### config.mk
export PLATFORM = sky130hd
export DESIGN_NAME = gfx_dbuf_top
export DESIGN_NICKNAME = d
export VERILOG_FILES = /design/src/vga_pkg.sv /design/src/gfx_pkg.sv /design/src/sram_if.sv /design/src/scan_timing.sv /design/src/pipe_stage.sv /design/src/frame_painter.sv /design/src/buffer_swap.sv /design/src/pixel_stage.sv /design/src/gfx_dbuf_top.sv
export VERILOG_INCLUDE_DIRS = /design/src /design/src/src
export SDC_FILE = /design/constraint.sdc
export NUM_CORES = 1
export LEC_CHECK = 0
export BUFFER_PORTS_ARGS = -buffer_cell sky130_fd_sc_hd__buf_4
export CORE_ASPECT_RATIO = 1.1
export CORE_UTILIZATION = 25
export CTS_BUF_LIST = sky130_fd_sc_hd__clkbuf_2 sky130_fd_sc_hd__clkbuf_4 sky130_fd_sc_hd__clkbuf_8
export DETAILED_ROUTE_END_ITERATION = 10
export HOLD_SLACK_MARGIN = 0.15
export PLACE_DENSITY_LB_ADDON = 0.3
export SYNTH_ARGS = -nofsm -noshare
export SYNTH_HDL_FRONTEND = slang
export SYNTH_SLANG_ARGS = --single-unit
### constraint.sdc
create_clock -name clk -period 2.17 [get_ports clk]
set_input_delay 0.651 -clock clk [delete_from_list [all_inputs] [get_ports clk]]
set_output_delay 0.651 -clock clk [all_outputs]
set_load 0.03 [all_outputs]
### src/gfx_params.svh
`ifndef GFX_PARAMS_SVH
`define GFX_PARAMS_SVH

// horizontal timing, pixels
`define H_ACTIVE 16
`define H_FP 2
`define H_SYNC 3
`define H_BP 3

// vertical timing, lines
`define V_ACTIVE 8
`define V_FP 1
`define V_SYNC 2
`define V_BP 1

// sram bus and colour widths
`define ADDR_BITS 20
`define DATA_BITS 16
`define COLOR_BITS 4

`endif

### src/vga_pkg.sv
`default_nettype none

`include "gfx_params.svh"

package vga_pkg;

  localparam int H_TOTAL = `H_ACTIVE + `H_FP + `H_SYNC + `H_BP;
  localparam int V_TOTAL = `V_ACTIVE + `V_FP + `V_SYNC + `V_BP;
  localparam int X_BITS = $clog2(H_TOTAL);
  localparam int Y_BITS = $clog2(V_TOTAL);

  // scan position at one instant, syncs active low
  typedef struct packed {
    logic [X_BITS-1:0] x;
    logic [Y_BITS-1:0] y;
    logic              active;
    logic              hsync;
    logic              vsync;
  } scan_t;

endpackage

`default_nettype wire

### src/gfx_pkg.sv
`default_nettype none

`include "gfx_params.svh"

package gfx_pkg;

  localparam int META_BITS = `DATA_BITS - 3 * `COLOR_BITS;

  typedef logic [META_BITS-1:0] frame_num_t;

  typedef struct packed {
    logic [`COLOR_BITS-1:0] red;
    logic [`COLOR_BITS-1:0] grn;
    logic [`COLOR_BITS-1:0] blu;
    logic                   de;
  } pixel_t;

  // frame buffer word layout, meta in the top nibble
  typedef struct packed {
    logic [META_BITS-1:0]   meta;
    logic [`COLOR_BITS-1:0] red;
    logic [`COLOR_BITS-1:0] grn;
    logic [`COLOR_BITS-1:0] blu;
  } mem_word_t;

endpackage

`default_nettype wire

### src/sram_if.sv
`timescale 1ns/1ps
`default_nettype none

`include "gfx_params.svh"

// one asynchronous sram port, split data lines
interface sram_if;

  logic [`ADDR_BITS-1:0] addr;
  logic [`DATA_BITS-1:0] wdata;
  logic [`DATA_BITS-1:0] rdata;
  logic                  we_n;
  logic                  oe_n;
  logic                  ce_n;

  modport ctrl (output addr, wdata, we_n, oe_n, ce_n, input rdata);
  modport dev (input addr, wdata, we_n, oe_n, ce_n, output rdata);

endinterface

`default_nettype wire

### src/scan_timing.sv
`timescale 1ns/1ps
`default_nettype none

`include "gfx_params.svh"

module scan_timing (
  input  logic           clk,
  input  logic           rst_n,
  output vga_pkg::scan_t scan,
  output logic           frame_start
);

  localparam int XB = vga_pkg::X_BITS;
  localparam int YB = vga_pkg::Y_BITS;

  localparam logic [XB-1:0] H_ACT_END = XB'(`H_ACTIVE);
  localparam logic [XB-1:0] HS_BEG = XB'(`H_ACTIVE + `H_FP);
  localparam logic [XB-1:0] HS_END = XB'(`H_ACTIVE + `H_FP + `H_SYNC);
  localparam logic [XB-1:0] H_LAST = XB'(vga_pkg::H_TOTAL - 1);

  localparam logic [YB-1:0] V_ACT_END = YB'(`V_ACTIVE);
  localparam logic [YB-1:0] VS_BEG = YB'(`V_ACTIVE + `V_FP);
  localparam logic [YB-1:0] VS_END = YB'(`V_ACTIVE + `V_FP + `V_SYNC);
  localparam logic [YB-1:0] V_LAST = YB'(vga_pkg::V_TOTAL - 1);

  logic [XB-1:0] h_cnt;
  logic [YB-1:0] v_cnt;

  always_ff @(posedge clk) begin
    if (!rst_n) begin
      h_cnt <= '0;
      v_cnt <= '0;
    end else if (h_cnt == H_LAST) begin
      h_cnt <= '0;
      if (v_cnt == V_LAST) begin
        v_cnt <= '0;
      end else begin
        v_cnt <= v_cnt + 1'b1;
      end
    end else begin
      h_cnt <= h_cnt + 1'b1;
    end
  end

  assign scan.x = h_cnt;
  assign scan.y = v_cnt;
  assign scan.active = (h_cnt < H_ACT_END) && (v_cnt < V_ACT_END);
  // sync windows, low while inside
  assign scan.hsync = !((h_cnt >= HS_BEG) && (h_cnt < HS_END));
  assign scan.vsync = !((v_cnt >= VS_BEG) && (v_cnt < VS_END));

  assign frame_start = (h_cnt == '0) && (v_cnt == '0);

endmodule

`default_nettype wire

### src/pipe_stage.sv
`timescale 1ns/1ps
`default_nettype none

// single register stage for any packed payload
module pipe_stage #(
  parameter type      payload_t = logic,
  parameter payload_t RST_VAL   = '0
) (
  input  logic     clk,
  input  logic     rst_n,
  input  payload_t d,
  output payload_t q
);

  always_ff @(posedge clk) begin
    if (!rst_n) begin
      q <= RST_VAL;
    end else begin
      q <= d;
    end
  end

endmodule

`default_nettype wire

### src/frame_painter.sv
`timescale 1ns/1ps
`default_nettype none

`include "gfx_params.svh"

module frame_painter (
  input  logic                clk,
  input  logic                rst_n,
  input  logic                painter_go,
  input  gfx_pkg::frame_num_t frame_num,
  output logic                painter_done,
  sram_if.ctrl                wr_port
);

  localparam int XB = $clog2(`H_ACTIVE);
  localparam int YB = $clog2(`V_ACTIVE);
  localparam int AB = `ADDR_BITS;
  localparam int CB = `COLOR_BITS;

  localparam logic [XB-1:0] X_LAST = XB'(`H_ACTIVE - 1);
  localparam logic [YB-1:0] Y_LAST = YB'(`V_ACTIVE - 1);

  logic                busy;
  logic [XB-1:0]       x;
  logic [YB-1:0]       y;
  gfx_pkg::frame_num_t frame_q;
  gfx_pkg::mem_word_t  word;

  always_ff @(posedge clk) begin
    if (!rst_n) begin
      busy         <= 1'b0;
      painter_done <= 1'b0;
      x            <= '0;
      y            <= '0;
    end else if (painter_go) begin
      busy         <= 1'b1;
      painter_done <= 1'b0;
      x            <= '0;
      y            <= '0;
    end else if (busy) begin
      if (x == X_LAST) begin
        x <= '0;
        if (y == Y_LAST) begin
          // last word written this cycle
          busy         <= 1'b0;
          painter_done <= 1'b1;
        end else begin
          y <= y + 1'b1;
        end
      end else begin
        x <= x + 1'b1;
      end
    end
  end

  always_ff @(posedge clk) begin
    if (painter_go) begin
      frame_q <= frame_num;
    end
  end

  // test pattern
  assign word.meta = frame_q;
  assign word.red  = CB'(x);
  assign word.grn  = CB'(y);
  assign word.blu  = CB'(frame_q) + CB'(x);

  assign wr_port.addr  = AB'(y) * AB'(`H_ACTIVE) + AB'(x);
  assign wr_port.wdata = word;
  assign wr_port.we_n  = !busy;
  assign wr_port.ce_n  = !busy;
  assign wr_port.oe_n  = 1'b1;

endmodule

`default_nettype wire

### src/buffer_swap.sv
`timescale 1ns/1ps
`default_nettype none

module buffer_swap (
  input  logic                clk,
  input  logic                rst_n,
  input  logic                frame_start,
  input  logic                painter_done,
  sram_if.dev                 rd_port,
  sram_if.dev                 wr_port,
  sram_if.ctrl                sram0,
  sram_if.ctrl                sram1,
  output logic                painter_go,
  output gfx_pkg::frame_num_t frame_num,
  output logic                shown
);

  // 0 means sram0 is the front buffer
  logic front_sel;
  logic started;

  always_ff @(posedge clk) begin
    if (!rst_n) begin
      front_sel  <= 1'b0;
      started    <= 1'b0;
      shown      <= 1'b0;
      painter_go <= 1'b0;
      frame_num  <= '0;
    end else begin
      painter_go <= 1'b0;
      if (frame_start) begin
        if (!started) begin
          // first paint, nothing to show yet
          started    <= 1'b1;
          painter_go <= 1'b1;
        end else if (painter_done) begin
          front_sel  <= !front_sel;
          shown      <= 1'b1;
          frame_num  <= frame_num + 1'b1;
          painter_go <= 1'b1;
        end
      end
    end
  end

  // reader on the front, painter on the back
  always_comb begin
    if (!front_sel) begin
      sram0.addr    = rd_port.addr;
      sram0.wdata   = rd_port.wdata;
      sram0.we_n    = rd_port.we_n;
      sram0.oe_n    = rd_port.oe_n;
      sram0.ce_n    = rd_port.ce_n;
      sram1.addr    = wr_port.addr;
      sram1.wdata   = wr_port.wdata;
      sram1.we_n    = wr_port.we_n;
      sram1.oe_n    = wr_port.oe_n;
      sram1.ce_n    = wr_port.ce_n;
      rd_port.rdata = sram0.rdata;
      wr_port.rdata = sram1.rdata;
    end else begin
      sram1.addr    = rd_port.addr;
      sram1.wdata   = rd_port.wdata;
      sram1.we_n    = rd_port.we_n;
      sram1.oe_n    = rd_port.oe_n;
      sram1.ce_n    = rd_port.ce_n;
      sram0.addr    = wr_port.addr;
      sram0.wdata   = wr_port.wdata;
      sram0.we_n    = wr_port.we_n;
      sram0.oe_n    = wr_port.oe_n;
      sram0.ce_n    = wr_port.ce_n;
      rd_port.rdata = sram1.rdata;
      wr_port.rdata = sram0.rdata;
    end
  end

endmodule

`default_nettype wire

### src/pixel_stage.sv
`timescale 1ns/1ps
`default_nettype none

`include "gfx_params.svh"

module pixel_stage (
  input  logic            clk,
  input  logic            rst_n,
  input  vga_pkg::scan_t  scan,
  input  logic            shown,
  sram_if.ctrl            rd_port,
  output gfx_pkg::pixel_t pix,
  output logic            hsync,
  output logic            vsync
);

  localparam int AB = `ADDR_BITS;

  // syncs idle high out of reset
  localparam vga_pkg::scan_t SCAN_IDLE = '{
    x: '0,
    y: '0,
    active: 1'b0,
    hsync: 1'b1,
    vsync: 1'b1
  };

  vga_pkg::scan_t     scan_d1;
  gfx_pkg::mem_word_t word;
  gfx_pkg::pixel_t    pix_next;

  pipe_stage #(
    .payload_t(vga_pkg::scan_t),
    .RST_VAL  (SCAN_IDLE)
  ) u_scan_reg (
    .clk  (clk),
    .rst_n(rst_n),
    .d    (scan),
    .q    (scan_d1)
  );

  assign rd_port.addr  = AB'(scan_d1.y) * AB'(`H_ACTIVE) + AB'(scan_d1.x);
  assign rd_port.wdata = '0;
  assign rd_port.we_n  = 1'b1;
  assign rd_port.oe_n  = !scan_d1.active;
  assign rd_port.ce_n  = !scan_d1.active;

  // word comes back in the same cycle
  assign word = gfx_pkg::mem_word_t'(rd_port.rdata);

  always_comb begin
    pix_next.de = scan_d1.active;
    if (scan_d1.active && shown) begin
      pix_next.red = word.red;
      pix_next.grn = word.grn;
      pix_next.blu = word.blu;
    end else begin
      pix_next.red = '0;
      pix_next.grn = '0;
      pix_next.blu = '0;
    end
  end

  pipe_stage #(
    .payload_t(gfx_pkg::pixel_t)
  ) u_pix_reg (
    .clk  (clk),
    .rst_n(rst_n),
    .d    (pix_next),
    .q    (pix)
  );

  always_ff @(posedge clk) begin
    if (!rst_n) begin
      hsync <= 1'b1;
      vsync <= 1'b1;
    end else begin
      hsync <= scan_d1.hsync;
      vsync <= scan_d1.vsync;
    end
  end

endmodule

`default_nettype wire

### src/gfx_dbuf_top.sv
`timescale 1ns/1ps
`default_nettype none

`include "gfx_params.svh"

module gfx_dbuf_top (
  input  logic                   clk,
  input  logic                   rst_n,

  // sram 0
  output logic [`ADDR_BITS-1:0]  sram0_addr,
  output logic [`DATA_BITS-1:0]  sram0_wdata,
  input  logic [`DATA_BITS-1:0]  sram0_rdata,
  output logic                   sram0_we_n,
  output logic                   sram0_oe_n,
  output logic                   sram0_ce_n,

  // sram 1
  output logic [`ADDR_BITS-1:0]  sram1_addr,
  output logic [`DATA_BITS-1:0]  sram1_wdata,
  input  logic [`DATA_BITS-1:0]  sram1_rdata,
  output logic                   sram1_we_n,
  output logic                   sram1_oe_n,
  output logic                   sram1_ce_n,

  // vga
  output logic [`COLOR_BITS-1:0] vga_red,
  output logic [`COLOR_BITS-1:0] vga_grn,
  output logic [`COLOR_BITS-1:0] vga_blu,
  output logic                   vga_de,
  output logic                   vga_hsync,
  output logic                   vga_vsync
);

  vga_pkg::scan_t      scan;
  logic                frame_start;
  logic                painter_go;
  logic                painter_done;
  logic                shown;
  gfx_pkg::frame_num_t frame_num;
  gfx_pkg::pixel_t     pix;

  sram_if rd_bus ();
  sram_if wr_bus ();
  sram_if sram0_bus ();
  sram_if sram1_bus ();

  scan_timing u_scan_timing (
    .clk        (clk),
    .rst_n      (rst_n),
    .scan       (scan),
    .frame_start(frame_start)
  );

  frame_painter u_frame_painter (
    .clk         (clk),
    .rst_n       (rst_n),
    .painter_go  (painter_go),
    .frame_num   (frame_num),
    .painter_done(painter_done),
    .wr_port     (wr_bus.ctrl)
  );

  buffer_swap u_buffer_swap (
    .clk         (clk),
    .rst_n       (rst_n),
    .frame_start (frame_start),
    .painter_done(painter_done),
    .rd_port     (rd_bus.dev),
    .wr_port     (wr_bus.dev),
    .sram0       (sram0_bus.ctrl),
    .sram1       (sram1_bus.ctrl),
    .painter_go  (painter_go),
    .frame_num   (frame_num),
    .shown       (shown)
  );

  pixel_stage u_pixel_stage (
    .clk    (clk),
    .rst_n  (rst_n),
    .scan   (scan),
    .shown  (shown),
    .rd_port(rd_bus.ctrl),
    .pix    (pix),
    .hsync  (vga_hsync),
    .vsync  (vga_vsync)
  );

  assign sram0_addr      = sram0_bus.addr;
  assign sram0_wdata     = sram0_bus.wdata;
  assign sram0_we_n      = sram0_bus.we_n;
  assign sram0_oe_n      = sram0_bus.oe_n;
  assign sram0_ce_n      = sram0_bus.ce_n;
  assign sram0_bus.rdata = sram0_rdata;

  assign sram1_addr      = sram1_bus.addr;
  assign sram1_wdata     = sram1_bus.wdata;
  assign sram1_we_n      = sram1_bus.we_n;
  assign sram1_oe_n      = sram1_bus.oe_n;
  assign sram1_ce_n      = sram1_bus.ce_n;
  assign sram1_bus.rdata = sram1_rdata;

  assign vga_red = pix.red;
  assign vga_grn = pix.grn;
  assign vga_blu = pix.blu;
  assign vga_de  = pix.de;

endmodule

`default_nettype wire

==> impl_metrics.csv <==
group,metric,value,unit
floorplan,rows,40,
sta,finClkSkew,0.009009,ns
layout,fill_cells,1156,
route,drt_wl_total,6.510,mm
layout,multi_input_area,1583,µm²
power,p_per_area,593.9,nW/µm²
clock_tree,clk_latency,0.33,ns
power,p_comb_frac,0.124,
sta,layout_setup_ws,-0.2074,ns
sta,setup_viol,7,
status,status,"finished, violations left",
layout,nNetsFinal,469,
placement,portBuffers,94,
setup_path,crit_chain,"buf_6, fa_2, nor2b_4, buf_6",
synthesis,synth.most_common_cell,"dfxtp_1",
power,swShare,0.2559,
synthesis,yosys_warnings,0,
status,violations,"negative setup slack",
synthesis,synth_edf_count,4,
floorplan,die_w,104.9,µm
synthesis,syn_area,2910,µm²
layout,layout-drive-gt1-share,0.3262,
route,ant_nets,0,
synthesis,synth_cells,318,
synthesis,ys_ff_latch,57,
layout,area_growth,38.69,%
sta,rsz0062_at_grt,"true",
grt,grt_pass1_wl,10.68,mm
route,drt_iter0_drc,101,
floorplan,die-area,12080,µm²
clock_tree,cts.sinks,57,
clock_tree,cts_tree,"done",
power,clkPwrFrac,0.416,
grt,grt_max_degree,54,
synthesis,async_flop_share,0,
hold_path,hp-class,"reg -> reg",
layout,seq_area,1185,µm²
floorplan,io_pins,127,
floorplan,core-area,11110,µm²
grt,globalRouteMet3Util,0.03458,
power,internal_power,1.784,mW
placement,dp_hpwl,5.042,mm
setup_path,worst_ep_required_time,1.52,ns
clock_tree,cts.reportedPaths.clkPinSlew,0.06,ns
power,switching_power,613.4,µW
synthesis,netlist.area_leader.share,0.3646,
grt,use_met1,0.1248,
clock_tree,cts_max_path_buffers,2,
grt,use_met2,0.1987,
synthesis,ys.flop_type,"dfxtp_1",
setup_path,arrival,1.73,ns
route,drtPass1Iterations,4,
grt,overflow,0,
clock_tree,cts.htree.levels,3,
clock_tree,cts-root-buf,"clkbuf_8",
power,vdd_drop_max,0.2540,mV
route,wl_per_cell,11.42,µm
sta,fin_crit,2.377,ns
placement,gp_congestion,0.7507,
sta,finalHoldViolCount,0,
grt,grt_pass1_vias,2231,
floorplan,die_h,115.2,µm
synthesis,synth_common_cells,"dfxtp_1, nor2_1, buf_4",
setup_path,critPathMostFrequentCell,"buf_6",
clock_tree,cts_made_buffers,9,
synthesis,syn_area_per_cell,9.152,µm²
power,power.leakage,1.916,nW
layout,num_antenna_cells,0,
grt,busiest_layer,"met2",
synthesis,yosysTopAreaCell,"dfxtp_1",
synthesis,yosysUniqueCellTypes,40,
setup_path,slowest_stage,"fa_2",
setup_path,critPathCaptureType,"primary output",
setup_path,path_max_fanout,2,
sta,finalCritPeriodShare,1.096,
sta,setup-tns-final,-1.185,ns
setup_path,startpoint_type,"flop",
grt,grt_util_all_layers,0.1123,
setup_path,critPathMaxStageDelay,0.57,ns
route,num_vias,2359,
grt,antenna_found_initial,0,
flow_run,drv_cap,0,
sta,clock.fmax,420.6,MHz
sta,maxSlewViolCount,0,
route,drcViolationCount,0,
layout,finish.utilization,0.3633,
synthesis,ys_seq_area_frac,0.4058,
setup_path,crit_type,"reg -> out",
route,avgViaCountPerCell,4.139,
synthesis,synth_area_leaders,"dfxtp_1, ha_1, mux2i_1",
floorplan,start_util,0.2619,
power,seq_power_share,0.461,
[cells in the final DEF, fill, tap and decap left out, drive strengths merged, types with 2 or more instances in the layout]
master / count
buf: 107
mux2i: 20
nand4: 4
inv: 10
nor3: 3
ha: 16
nand3: 9
conb: 24
clkbuf: 11
dfxtp: 53
xor2: 7
nand3b: 3
nand2: 21
xnor2: 2
or3: 2
o21ai: 6
and2: 22
nor2: 31
clkinv: 4
edfxtp: 4
a21o: 15
o21a: 2
nand2b: 8
a21oi: 9
nand4b: 3
nor2b: 14
[metrics by stage]
step / total power [mW] / hold slack, ns / cells / worst slack [ns] / area, µm²
after global routing: 2.511 / 0.4236 / 570 / -0.2929 / 4036
after floorplan: 1.347 / 0.3863 / 341 / -0.08749 / 2999
after detailed placement: 1.416 / 0.3924 / 550 / 0.02673 / 3716
final: 2.397 / 0.4060 / 570 / -0.2074 / 4036
after CTS: 2.433 / 0.4087 / 570 / -0.2346 / 4024
after global placement: 1.412 / 0.3923 / 550 / 0.05706 / 3716
[path summary, 6_finish.rpt]
path                                                                from                                      end  slack, ns  cells past startpoint
worst max-delay path                u_frame_painter.frame_q[1]$_DFFE_PP_                           sram1_wdata[1]      -0.21                      4
worst min-delay path            u_pixel_stage.u_scan_reg.q[0]$_SDFF_PN1_           u_pixel_stage.vsync$_SDFF_PN1_       0.41                      1
worst max register to register       u_scan_timing.v_cnt[1]$_SDFFE_PN0N_  u_buffer_swap.frame_num[0]$_SDFFE_PN0P_       0.57                      5
worst min register to register  u_pixel_stage.u_scan_reg.q[0]$_SDFF_PN1_           u_pixel_stage.vsync$_SDFF_PN1_       0.41                      1
[what timing repair did]
action	in CTS	in global routing
pin swaps	5	2
buffers inserted	4	0
endpoints found under the setup margin	10	11
cloned	0	0
resized for setup	17	3
hold buffers	0	0
[layer usage]
metal,wire [µm],part of all wire
met5,0,0
met2,3390,0.52
met1,2722,0.42
met4,130,0.020
met3,266,0.041
[power groups by stage]
stage               sequential [mW]  combinational (mW)  clock, mW
floorplan                      1.12               0.225          0
global placement               1.13               0.284          0
detailed placement             1.13               0.287          0
CTS                            1.10               0.298       1.03
global route                   1.11               0.322       1.08
finish                         1.10               0.296      0.996
[final cells by class]
class,instances,share of cell area
sequential,57,0.2936
inverter,10,0.009299
tap,147,0.04557
clock buffer,11,0.03751
clock inverter,5,0.01333
multi-input combinational,233,0.3921
timing repair buffer,107,0.2086
[state kept, by name, indices dropped and copies added (netlist names), 3 cells and up]
register / count
u_buffer_swap.frame_num: 4
u_frame_painter.frame_q: 4
u_frame_painter.x: 4
u_frame_painter.y: 3
u_pixel_stage.u_pix_reg.q: 13
u_pixel_stage.u_scan_reg.q: 12
u_scan_timing.h_cnt: 5
u_scan_timing.v_cnt: 4
[critical path: cells and delay by family (launching register included)]
family | cells | cell delay [ns]
flops | 1 | 0.42
fa+ha+maj | 1 | 0.57
buf+inv | 2 | 0.27
simple gates | 1 | 0.14
[cell families (layout without fill, tap and decap cells)]
kind of cell               Yosys count  count (layout)  synth area share
AOI/OAI and AO/OA                   37              37           0.08556
muxes                               21              21           0.07266
adders and majority gates           17              17           0.07567
other                                1              24          0.001289
and+or+nand+nor                    125             125            0.2317
buffers and inverters               51             133            0.1002
DFF                                 57              57            0.4058
xor gates and xnor gates             9               9           0.02709
Power figures use the tool's default switching activity.
